[src/source/icache_pkg.sv]
`default_nettype none

package icache_pkg;

  ////////////////////////////////////////
  // geometry
  ////////////////////////////////////////

  // fetch and refill addresses are physical byte addresses
  localparam int ADDR_W = 32;
  localparam int WORD_W = 32;

  // four ways, sixteen sets of sixteen byte lines
  localparam int NUM_WAYS = 4;
  localparam int WAY_W = 2;
  localparam int NUM_SETS = 16;
  localparam int SET_W = 4;
  localparam int WORDS_PER_LINE = 4;
  // word offset inside a line
  localparam int OFF_W = 2;
  localparam int BYTE_OFF_W = 4;
  localparam int TAG_W = ADDR_W - SET_W - BYTE_OFF_W;
  localparam int LINE_W = WORDS_PER_LINE * WORD_W;

  // replacement lfsr width
  localparam int LFSR_W = 8;

  ////////////////////////////////////////
  // vector types
  ////////////////////////////////////////

  typedef logic [ADDR_W-1:0] addr_t;
  // address bits 31..8
  typedef logic [TAG_W-1:0] tag_t;
  // address bits 7..4
  typedef logic [SET_W-1:0] set_idx_t;
  // address bits 3..2
  typedef logic [OFF_W-1:0] word_off_t;
  typedef logic [WORD_W-1:0] word_t;
  // word 0 sits in the low bits
  typedef logic [LINE_W-1:0] line_t;
  typedef logic [NUM_WAYS-1:0] way_oh_t;
  typedef logic [WAY_W-1:0] way_idx_t;

endpackage

`default_nettype wire
[src/source/icache_hit_merge.sv]
`timescale 1ns/1ps
`default_nettype none

module icache_hit_merge
  import icache_pkg::*;
(
  input  way_oh_t               way_hit_i,
  input  word_t [NUM_WAYS-1:0]  way_word_i,
  input  logic                  use_refill_i,
  input  line_t                 refill_line_i,
  input  word_off_t             cmp_off_i,
  output logic                  hit_o,
  output word_t                 rsp_data_o
);

  word_t hit_word;
  word_t refill_word;

  // any way hitting is a hit
  assign hit_o = |way_hit_i;

  // priority encode, lowest way wins
  always_comb begin
    hit_word = '0;
    for (int i = NUM_WAYS - 1; i >= 0; i--) begin
      if (way_hit_i[i]) begin
        hit_word = way_word_i[i];
      end
    end
  end

  // word straight from the refill line on a miss
  assign refill_word = refill_line_i[{cmp_off_i, 5'b0} +: WORD_W];

  assign rsp_data_o = use_refill_i ? refill_word : hit_word;

endmodule

`default_nettype wire

[config.mk]
export PLATFORM = sky130hd
export DESIGN_NAME = icache_hit_merge
export DESIGN_NICKNAME = d
export VERILOG_FILES = /design/src/source/icache_pkg.sv /design/src/source/icache_hit_merge.sv
export SDC_FILE = /design/constraint.sdc
export NUM_CORES = 1
export LEC_CHECK = 0
export BUFFER_PORTS_ARGS = -buffer_cell sky130_fd_sc_hd__buf_2
export CORE_AREA = 2 2 115 117
export DETAILED_ROUTE_END_ITERATION = 8
export DIE_AREA = 0 0 117 119
export SLEW_MARGIN = 20
export SYNTH_ARGS = -nofsm -noshare
export SYNTH_HDL_FRONTEND = slang
export SYNTH_SLANG_ARGS = --single-unit
export TNS_END_PERCENT = 20
[constraint.sdc]
create_clock -name vclk -period 1.55
set_input_delay 0 -clock vclk [all_inputs]
set_output_delay 0 -clock vclk [all_outputs]
set_load 0.1 [all_outputs]
## After elaboration in Yosys (flattened, before gate mapping)

Cells that the tools add are included.

| operators by class | value |
|---|---|
| shift operators | 1 |
| multiplexer cells | 5 |
| reduce and logical (&&, ||, !) cells | 1 |

Operator list:

| cell | count |
|---|---|
| $mux 32 | 5 |
| $shiftx 128x8->32 | 1 |
| $reduce_or 4->1 | 1 |

| word-level totals | value |
|---|---|
| register bits after elaboration | 0 |
| input bits | 263 |
| output and inout bits | 33 |
| logic and storage cells | 7 |

## Longest topological paths before layout

Gate-level depths: netlist of the first run.

| depth | value |
|---|---|
| depth after elaboration | 5 |
| gate-level depth with buffers | 5 |
| mapped depth without buffers | 3 |

## Worst setup path before layout of the first run

OpenSTA, ideal clock, no wires.

| timing path | value |
|---|---|
| path type | input to output |
| from | input way_hit_i[3] |
| to | output rsp_data_o[11] |
| data arrival time | 2.776 ns |
| data required time | 1.550 ns |
| path slack | -1.226 ns |
| stages | 4 |
| path buffers | 1 |
| cell sequence | buf_2 > nor2b_1 > a221oi_1 > o31ai_1 |

| between the ends | value |
|---|---|
| cells in the longest elaborated chain, start to end | 5 |

Ends and longest elaborated chain:

| item | RTL line | source |
|---|---|---|
| start: declaration | icache_hit_merge.sv:7 | `input way_oh_t way_hit_i,` |
| $mux 32 (4 in a row) | icache_hit_merge.sv:26 | `if (way_hit_i[i]) begin` |
| $mux 32 | icache_hit_merge.sv:35 | `assign rsp_data_o = use_refill_i ? refill_word : hit_word;` |
| end: declaration | icache_hit_merge.sv:13 | `output word_t rsp_data_o` |

Every way passes these cells.

## Worst setup path in the final report of the first run

| timing path | value |
|---|---|
| from | input way_hit_i[1] |
| to | output rsp_data_o[4] |

| between the ends | value |
|---|---|
| cells in the longest elaborated chain, start to end | 3 |

Ends and longest elaborated chain:

| item | RTL line |
|---|---|
| $mux 32 (2 in a row) | icache_hit_merge.sv:26 |
| $mux 32 | icache_hit_merge.sv:35 |

Every way passes these cells.

==> results list, run 1 <==
- Detail-routed net length per standard cell: 17.0 um
* Unique masters post-synth: 22
- Slowest stage delay, CP: 0.37 ns
* Die Ht: between 100 and 150 um
- Global routing finished with a remaining overflow of 0.
* Total wire length: between 10 and 15 mm
- Of all nets on the critical path, the largest fanout is 30.
- Gate Count Post-Synth: 320
- Final cell count without fillers: 767
- The synthesized netlist occupies a cell area of 0.00246 mm^2.
- Row generation in the floorplan step produced 42 rows.
* Yosys warns: 0
* Largest cells by area after synthesis: sky130_fd_sc_hd__a221oi_2, sky130_fd_sc_hd__a21oi_1, sky130_fd_sc_hd__a221o_1
- In this design, the largest share of critical-path delay is due to compound AO/OA/AOI/OAI gates.
* HPWL reported at the end of detailed placement: ~11 mm
- Post-layout instance area: 0.00496 mm^2
- The worst setup path is captured at a primary output.
* Overall via count from detail_route: 3841
- Worst min path class: in -> out
* Num ports: 296
- The number of pins with negative max-slew slack in the final report is 0.
* Instance count along the most critical hold path: 4
* Placed cells: 767
- Post-detailed-route via-to-cell ratio: ~5
* Detailed Route Iter0 Violations: 176
- Transition time of the tightest slew-check pin: 0.566 ns
* Cell leakage power: about 2.3 nW
* Count of sequential standard cells: 0
- Together, buffers and inverters on the worst path number 3.
- Routability-driven placement finished with a final weighted congestion of 0.864.
- Worst hold slack: around 0.5 ns
* Commonest cells after routing, fill and taps aside: sky130_fd_sc_hd__buf_2, sky130_fd_sc_hd__a21oi_1, sky130_fd_sc_hd__buf_12
- The flow ran to the end, and the final reports show no timing, DRC or antenna violations.
- The area growth from synthesis to layout is 102%.
* Total cell area at the placement stage: 0.00496 mm^2
* Avg Inst Size Synth: 7.68 um^2
* Cell taking the most area after synthesis: sky130_fd_sc_hd__a221oi_2
- Critical Path RT: 1.55 ns
- The tool flagged a number of max-cap violations equal to 0.
- Data arrival time at the worst-slack endpoint: 1.38 ns
- Post-detailed-route count of antenna-violating nets: 0
* Share of Yosys cell area claimed by the top area cell type: 17.1%
- Layout cells sized above 1: 63.8%
- Horizontal extent of the die: 117 um
* Die Footprint: 0.0139 mm^2
- # resized after CTS: 0
- On the critical path, the stage with the largest delay is an instance of sky130_fd_sc_hd__a221o_1.
* Layout net count: 856
- Setup repair after global routing left no endpoint under its margin.
- The initial utilization of the core area, before any placement, comes to 19.1%.
- Total setup buffers inserted after CTS: 0
- Total of buffers placed on input and output ports: between 200 and 300
* Detailed-route DRC error count: 0
- Critical path launch point type: input pin
- Finish-stage setup viols: 0
* First-pass iteration count of the detailed router: 4
- Number of logic stages on the critical path including buffering: 6
- Pwr/cell area: 481 mW/mm^2
- Core outline area: between 0.01 and 0.015 mm^2
- Part of the cycle the worst path needs: 89.3%
* Worst relative slew slack: between 60% and 70%
- Mapped Nets: 583
- The smallest clock period supported by the final layout is computed as about 1.4 ns.
* Fmax: around 720 MHz
- Total negative slack for setup checks: 0 ns
- The hold violation count in the final report came to 0.
- Clock buffers in the final layout number 0.
- The signal on the critical path passes through buf_2 -> buf_4 -> a21oi_1 -> a221o_1 -> a221oi_4 -> buf_12.
* Worst-case vdd ir drop: 0.255 mV
- Combined global-route utilization of all metal layers: 17.2%
* Total inserted antenna cells: 0
* Number of antenna violations at the first check in global routing: 0
- Summing the sequential cell areas from Yosys gives 0% of the chip area.
- The first global-routing pass estimated 19.5 mm of wire.
* Combined flip-flop and latch cell area: 0 um^2
- Entering global routing, the biggest net connects 41 pins.
* Most common cell after layout, fill and taps aside: sky130_fd_sc_hd__buf_2
* Class of the most critical setup path: in -> out
* Via count of the first global-routing pass: between 4000 and 5000
* Hold-fix buffer count after cts: 0
## stage by stage
step,total power [mW],util (%),worst slack (ns)
after floorplan,1.48,-,-0.365
after global placement,2.37,38.5,0.204
after detailed placement,2.40,38.5,0.175
after CTS,2.40,38.5,0.169
after global routing,2.50,38.5,0.0892
final,2.39,38.5,0.166
## synthesized netlist by cell type
master / count
sky130_fd_sc_hd__mux4_2: 4
sky130_fd_sc_hd__a221oi_2: 28
sky130_fd_sc_hd__o31ai_1: 4
sky130_fd_sc_hd__inv_2: 27
sky130_fd_sc_hd__nor2b_1: 30
sky130_fd_sc_hd__a221o_1: 28
sky130_fd_sc_hd__or3_1: 1
sky130_fd_sc_hd__buf_2: 17
sky130_fd_sc_hd__a211oi_1: 28
sky130_fd_sc_hd__inv_1: 2
sky130_fd_sc_hd__a221oi_1: 4
sky130_fd_sc_hd__buf_6: 9
sky130_fd_sc_hd__nand2b_1: 1
sky130_fd_sc_hd__clkbuf_1: 11
sky130_fd_sc_hd__mux2i_1: 28
sky130_fd_sc_hd__o22ai_1: 4
sky130_fd_sc_hd__a21oi_1: 56
sky130_fd_sc_hd__nand3b_1: 28
sky130_fd_sc_hd__nand2_1: 4
sky130_fd_sc_hd__nand2_2: 1
sky130_fd_sc_hd__or2_1: 1
sky130_fd_sc_hd__buf_4: 4
## layer usage
layer  vias to the layer above  global-route usage (%)  share of wire [%]
li1                       1817                       -                  -
met1                      1828                    19.6                 40
met2                       181                    33.7                 52
met3                        15                    2.34                6.6
met4                         0                    2.43                1.2
met5                         -                       0                  0
## power breakdown
group | switching, mW | total, mW | internal [mW]
Sequential | 0 | 0 | 0
Combinational | 1.40 | 2.39 | 0.990
Clock | 0 | 0 | 0
Total | 1.40 | 2.39 | 0.990
## cell type report
cell class | count | area, um^2
well taps | 176 | 220
multi-input cells | 250 | 2460
fillers | 1310 | 7910
repair buffers | 312 | 2170
inverters | 29 | 109
## path summary, 6_finish.rpt
path | slack (ns) | to | from
setup / recovery | 0.17 | rsp_data_o[4] | way_hit_i[1]
hold / removal | 0.51 | rsp_data_o[11] | way_word_i[43]
## cell families after synthesis
| kind of cell | synth area share (%) |
|---|---|
| buf+inv | 14.9 |
| mux | 15.1 |
| compound gates | 52.2 |
| simple gates | 17.8 |
Power figures use the tool's default switching activity.
==> run 2: changes to the inputs <==
==> constraint.sdc (replaced) <==
create_clock -name vclk -period 1.55
set_input_delay 0 -clock vclk [all_inputs]
set_output_delay 0 -clock vclk [all_outputs]
set_load 0.005 [all_outputs]
==> run 2 against run 1 <==
Worst setup slack worse by 0.082 ns. Utilization decreased by 6.6 points. Total power down 53%. Highest routed layer unchanged.
==> results list, run 2 (synthesis results as in run 1) <==
- Result of the run: finished, final reports clean
* Die Ht: 119 um (unchanged)
- The count of vias placed by the detailed router came to 3755 (-2.2%).
- Starting Density: 19.1% (unchanged)
* Number of max-slew violations in the final report: 0 (unchanged)
* RSZ-0062 raised after global routing: false
- The shortest clock period the worst path allows after layout is 1.47 ns (+0.0821 ns).
* Count of sequential standard cells: 0 (unchanged)
- The share of the cycle needed by the critical path after routing was 94.6% (+5.3 points).
- The multi-input gate area in the final layout is 0.00210 mm^2 (-15%).
- The top-level I/O count came to 296 (unchanged).
* Global placement routability congestion: 0.845 (-2.2%)
- The x dimension of the die came to 117 um (unchanged).
- The clock tree buffer count of the final layout is 0 (unchanged).
- Worst min path class: in -> out
- Transition time of the tightest slew-check pin: 0.678 ns (+0.112 ns)
* Detailed-route DRC error count: 0 (unchanged)
- Leaving out fill and tap cells, the most frequent cell in the layout is sky130_fd_sc_hd__buf_2.
* Cell leakage power: 2.01 nW (-12%)
- Total inserted antenna cells: 0 (unchanged)
* Overflow after GRT: 0 (unchanged)
- Top fanout value on the critical path: 30 (unchanged)
- Fillers: 1458 (+11%)
* Detailed Route Iter0 Violations: 100 (-43%)
- Class of the most critical setup path: in -> out
* Number of hold-slack violations in the final timing report: 0 (unchanged)
* Total of buffers placed on input and output ports: 296 (unchanged)
- The area of the core was 0.0129 mm^2 (unchanged).
- Data arrival time at the worst-slack endpoint: 1.47 ns (+0.09 ns)
* Area grow syn2layout: 67.2%
- Total setup buffers inserted after CTS: 0 (unchanged)
* Combined flip-flop and latch cell area: 0 um^2 (unchanged)
- Final cell count without fillers: 769 (+0.26%)
* Post-detailed-route via-to-cell ratio: 4.88 (-2.5%)
- Finish-stage setup viols: 0 (unchanged)
- The count of hold-fix buffers inserted at cts is 0 (unchanged).
- The number of max-capacitance violations reported is 0 (unchanged).
- The initial antenna violation count was 0 (unchanged).
- Via count of the first global-routing pass: 3456 (-14%)
- Placed cells: 769 (+0.26%)
- Combined global-route utilization of all metal layers: 15.5% (-1.7 points)
* Instance count along the most critical hold path: 4 (unchanged)
- First-pass iteration count of the detailed router: 4 (unchanged)
- The relative slew slack was 54.8% (-7.2 points).
* Post-detailed-route count of antenna-violating nets: 0 (unchanged)
- Count of standard-cell rows: 42 (unchanged)
- Detail-routed net length per standard cell: 15.8 um (-7.0%)
* Layout net count: 858 (+0.23%)
* Worst-case vdd ir drop: 0.0968 mV (-62%)
- The worst setup path is launched from an input pin.
- In the layout the commonest cells are sky130_fd_sc_hd__buf_2, sky130_fd_sc_hd__a21oi_1, sky130_fd_sc_hd__nor2b_1.
* Die Footprint: 0.0139 mm^2 (unchanged)
* HPWL reported at the end of detailed placement: 9.89 mm (-7.3%)
- Kind of end point of the critical path: primary output
- Fmax: 682 MHz (-5.6%)
- The post-route setup TNS is 0 ns (unchanged).
- The power density relative to cell area came to 276 mW/mm^2 (-43%).
- Layout cells sized above 1: 63.2% (-0.55 points)
- The data required time at the worst endpoint is 1.55 ns (about the same).
- The wire length of the first global-routing pass was 17.3 mm (-12%).
- The total wire length was 12.1 mm (-6.7%).
- Maximum number of pins on one net before global-route repair: 39 (-4.9%)
* # resized after CTS: 0 (unchanged)
## run 2: cell types whose count changed in the layout (fill, tap and decap cells not counted), sizes merged
cell	change
buf	+2
## run 2: stage by stage
stage / total power [mW] / cell area [um^2] / worst slack [ns] / utilization, % / hold slack [ns]
floorplan: 0.588 / 2460 / 0.653 / - / 0.177
global placement: 1.13 / 4110 / 0.0754 / 31.9 / 0.393
detailed placement: 1.13 / 4110 / 0.0462 / 31.9 / 0.393
CTS: 1.14 / 4110 / 0.0462 / 31.9 / 0.390
global route: 1.24 / 4110 / 0.0151 / 31.9 / 0.418
finish: 1.13 / 4110 / 0.0844 / 31.9 / 0.399
## run 2: layout make-up
| class | instances | area share, % |
|---|---|---|
| well taps | 176 | 5.36 |
| multi-input cells | 250 | 51.1 |
| repair buffers | 314 | 40.9 |
| inverters | 29 | 2.65 |
## run 2: final timing paths
path                          to      startpoint  slack (ns)
hold / removal    rsp_data_o[11]  way_word_i[43]        0.40
setup / recovery   rsp_data_o[5]    way_hit_i[3]        0.08
## run 2: metal layers
metal / vias to the layer above / global-route usage (%) / share of wire (%) / wire (um)
li1: 1815 / - / - / -
met1: 1718 / 18.2 / 39 / 4710
met2: 208 / 29.9 / 51 / 6200
met3: 14 / 1.58 / 8.0 / 968
met4: 0 / 2.87 / 2.1 / 253
met5: - / 0 / 0 / 0
## run 2: critical path: stages
cell and delay [ns]:
sky130_fd_sc_hd__buf_2 0.53, sky130_fd_sc_hd__nand3b_1 0.14, sky130_fd_sc_hd__a221o_1 0.34, sky130_fd_sc_hd__a221oi_2 0.28
sky130_fd_sc_hd__buf_2 0.17
## run 2: report_power, final
part,leakage [nW],internal (mW),switching [mW]
Clock,0,0,0
Sequential,0,0,0
Combinational,2.01,0.606,0.528
==> run 3: changes to the inputs <==
--- a/config.mk
+++ b/config.mk
@@ -6,9 +6,9 @@
 export NUM_CORES = 1
 export LEC_CHECK = 0
 export BUFFER_PORTS_ARGS = -buffer_cell sky130_fd_sc_hd__buf_2
-export CORE_AREA = 2 2 115 117
+export CORE_AREA = 2 2 116 118
 export DETAILED_ROUTE_END_ITERATION = 8
-export DIE_AREA = 0 0 117 119
+export DIE_AREA = 0 0 118 120
 export SLEW_MARGIN = 20
 export SYNTH_ARGS = -nofsm -noshare
 export SYNTH_HDL_FRONTEND = slang
==> constraint.sdc (replaced) <==
create_clock -name vclk -period 1.65
set_input_delay 0 -clock vclk [all_inputs]
set_output_delay 0 -clock vclk [all_outputs]
set_load 0.005 [all_outputs]
==> run 3 against run 2 <==
Combinational power fell by 7%. Die area rose by 1.7%. Global-route usage fell by 0.091 points. Sequential share of layout area did not move. Worst setup slack improved by 0.046 ns. Clock-buffer cell count did not move. Via count fell by 1.8%. Final cell count fell by 0.26%. Routed wire length fell by 2.2%. First-iteration DRC count fell by 6.0%.
==> results list, run 3 (synthesis results as in run 1) <==
- The flow ran to the end, and the final reports show no timing, DRC or antenna violations.
- The x dimension of the die came to 118 um (+0.85%).
- The routability congestion estimate came to 0.838 (-0.88%).
* Data arrival time at the worst-slack endpoint: 1.52 ns (+0.05 ns)
- Layout net count: 856 (-0.23%)
* Fillers: 1473 (+1.0%)
* Number of maximum-capacitance constraint violations: 0 (unchanged)
- The instance count after placement with tap cells included was 767 (-0.26%).
* Worst hold slack: 0.402 ns (+0.00295 ns)
- The library cell used most frequently in the layout, excluding fill and tap cells, is sky130_fd_sc_hd__buf_2.
- The register cell area after layout came to 0 um^2 (unchanged).
- Combined global-route utilization of all metal layers: 15.4% (-0.091 points)
- Cell type of the slowest stage on the worst timing path: sky130_fd_sc_hd__buf_2
* Total inserted antenna cells: 0 (unchanged)
* Maximum number of pins on one net before global-route repair: 59 (+51%)
* Count of sequential standard cells: 0 (unchanged)
- The top cell types in the final layout, fill and taps aside, are sky130_fd_sc_hd__buf_2, sky130_fd_sc_hd__a21oi_1, sky130_fd_sc_hd__nor2b_1.
- The cell row count was 42 (unchanged).
- The clock tree buffer count of the final layout was 0 (unchanged).
- The post-route setup TNS came to 0 ns (unchanged).
* Total wire length: 11.9 mm (-2.2%)
- Number of logic stages on the critical path including buffering: 5 (unchanged)
* Core outline area: 0.0130 mm^2 (+0.82%)
- Num ports: 296 (unchanged)
* Layout cells sized above 1: 63.1% (-0.12 points)
- Starting Density: 18.9% (-0.15 points)
- Finish-stage setup viols: 0 (unchanged)
- The most numerous cell type found on the critical path is sky130_fd_sc_hd__buf_2.
* Top fanout value on the critical path: 30 (unchanged)
- Kind of end point of the critical path: primary output
- Number of max-slew violations in the final report: 0 (unchanged)
- The DRC marker count from the first detailed-route iteration came to 94 (-6.0%).
- The worst path needs 1.52 ns of the cycle, external delays included.
- Overall via count from detail_route: 3687 (-1.8%)
- STA classifies the critical path startpoint as an input pin.
- Detailed-route DRC error count: 0 (unchanged)
- Via count of the first global-routing pass: 3701 (+7.1%)
- Post-detailed-route count of antenna-violating nets: 0 (unchanged)
* Worst hold path startpoint: way_word_i[39]
- In this run the worst hold path is classified as in -> out.
- By startpoint and endpoint, the worst setup path is classified as in -> out.
* Instance count along the most critical hold path: 4 (unchanged)
- The count of buffering cells on the critical path with inverters included came to 2 (unchanged).
* Part of the cycle the worst path needs: 92.1%
* Post-layout instance area: 0.00408 mm^2 (-0.67%)
* # resized after CTS: 0 (unchanged)
- Hold-fix buffer count after cts: 0 (unchanged)
* Worst slack, placed: 0.192 ns (+0.146 ns)
- The worst IR drop on VDD is 0.0756 mV (-22%).
- Critical Path RT: 1.65 ns (+0.10 ns)
- Wire length of the first global-routing pass: 18.1 mm (+4.7%)
* Number of hold-slack violations in the final timing report: 0 (unchanged)
* Overflow after GRT: 0 (unchanged)
- Total cell area at the placement stage: 0.00408 mm^2 (-0.67%)
- Die Footprint: 0.0142 mm^2 (+1.7%)
* Number of antenna violations at the first check in global routing: 0 (unchanged)
* Total of buffers placed on input and output ports: 296 (unchanged)
* Cell chain of the critical path: buf_2 -> nor2b_1 -> a221oi_1 -> o31ai_1 -> buf_2
* Detail-routed net length per standard cell: 15.5 um (-2.0%)
* Cell leakage power: 2.00 nW (-0.66%)
- The vertical extent of the die came to 120 um (+0.84%).
- Pwr/cell area: 258 mW/mm^2 (-6.7%)
* Area grow syn2layout: 66.1%
* First-pass iteration count of the detailed router: 4 (unchanged)
- The slew at the pin with the worst max-slew slack was 0.678 ns (+0.000929 ns).
* RSZ-0062 raised after global routing: false
* Hold Path End: rsp_data_o[7]
- The relative slew slack was 54.8% (-0.062 points).
- Post-detailed-route via-to-cell ratio: 4.81 (-1.6%)
- Fmax: around 660 MHz
* Final cell count without fillers: 767 (-0.26%)
- Worst path top cell family by delay: buffers and inverters
- The detailed-placement wirelength estimate is 9.74 mm (-1.6%).
- The largest stage delay on the critical path came to 0.53 ns (about the same).
- The post-layout worst setup margin was 0.131 ns (+0.0465 ns).
- The post-CTS setup buffer count came to 0 (unchanged).
-- run 3: worst max path at each step --
stage	from	to	slack [ns]
finish	way_hit_i[3]	rsp_data_o[11]	0.13
global route	way_hit_i[3]	rsp_data_o[11]	0.05
CTS	way_hit_i[3]	rsp_data_o[11]	0.18
detailed placement	way_hit_i[3]	rsp_data_o[2]	0.19
global placement	way_hit_i[3]	rsp_data_o[11]	0.19
floorplan	way_hit_i[2]	rsp_data_o[24]	0.75
-- run 3: metrics by stage --
| stage | power [mW] | utilization [%] |
|---|---|---|
| 4_1_cts | 1.06 | 31.4 |
| 3_5_place_dp | 1.05 | 31.4 |
| 5_1_grt | 1.15 | 31.4 |
| 6_report | 1.05 | 31.4 |
| 3_3_place_gp | 1.04 | 31.4 |
| 2_1_floorplan | 0.552 | - |
-- run 3: worst min-delay path: cells and delay by family --
family / cells / cell delay (ns)
AO/OA/AOI/OAI: 2 / 0.18
buffers and inverters: 2 / 0.22
-- run 3: power by group --
group	switching (mW)	internal [mW]	total [mW]
Sequential	0	0	0
Clock	0	0	0
Combinational	0.489	0.562	1.05
-- run 3: per-layer routing --
layer | GRT usage, % | vias up | routed length, um
li1 | - | 1823 | -
met1 | 18.5 | 1668 | 4930
met2 | 28.9 | 181 | 5840
met3 | 2.23 | 15 | 800
met4 | 3.39 | 0 | 280
met5 | 0 | - | 0
-- run 3: cell type report --
cell class | count | area [um^2] | area share, %
multi-input combinational | 250 | 2100 | 51.4
inverter | 29 | 109 | 2.67
tap | 176 | 220 | 5.40
timing repair buffer | 312 | 1650 | 40.5
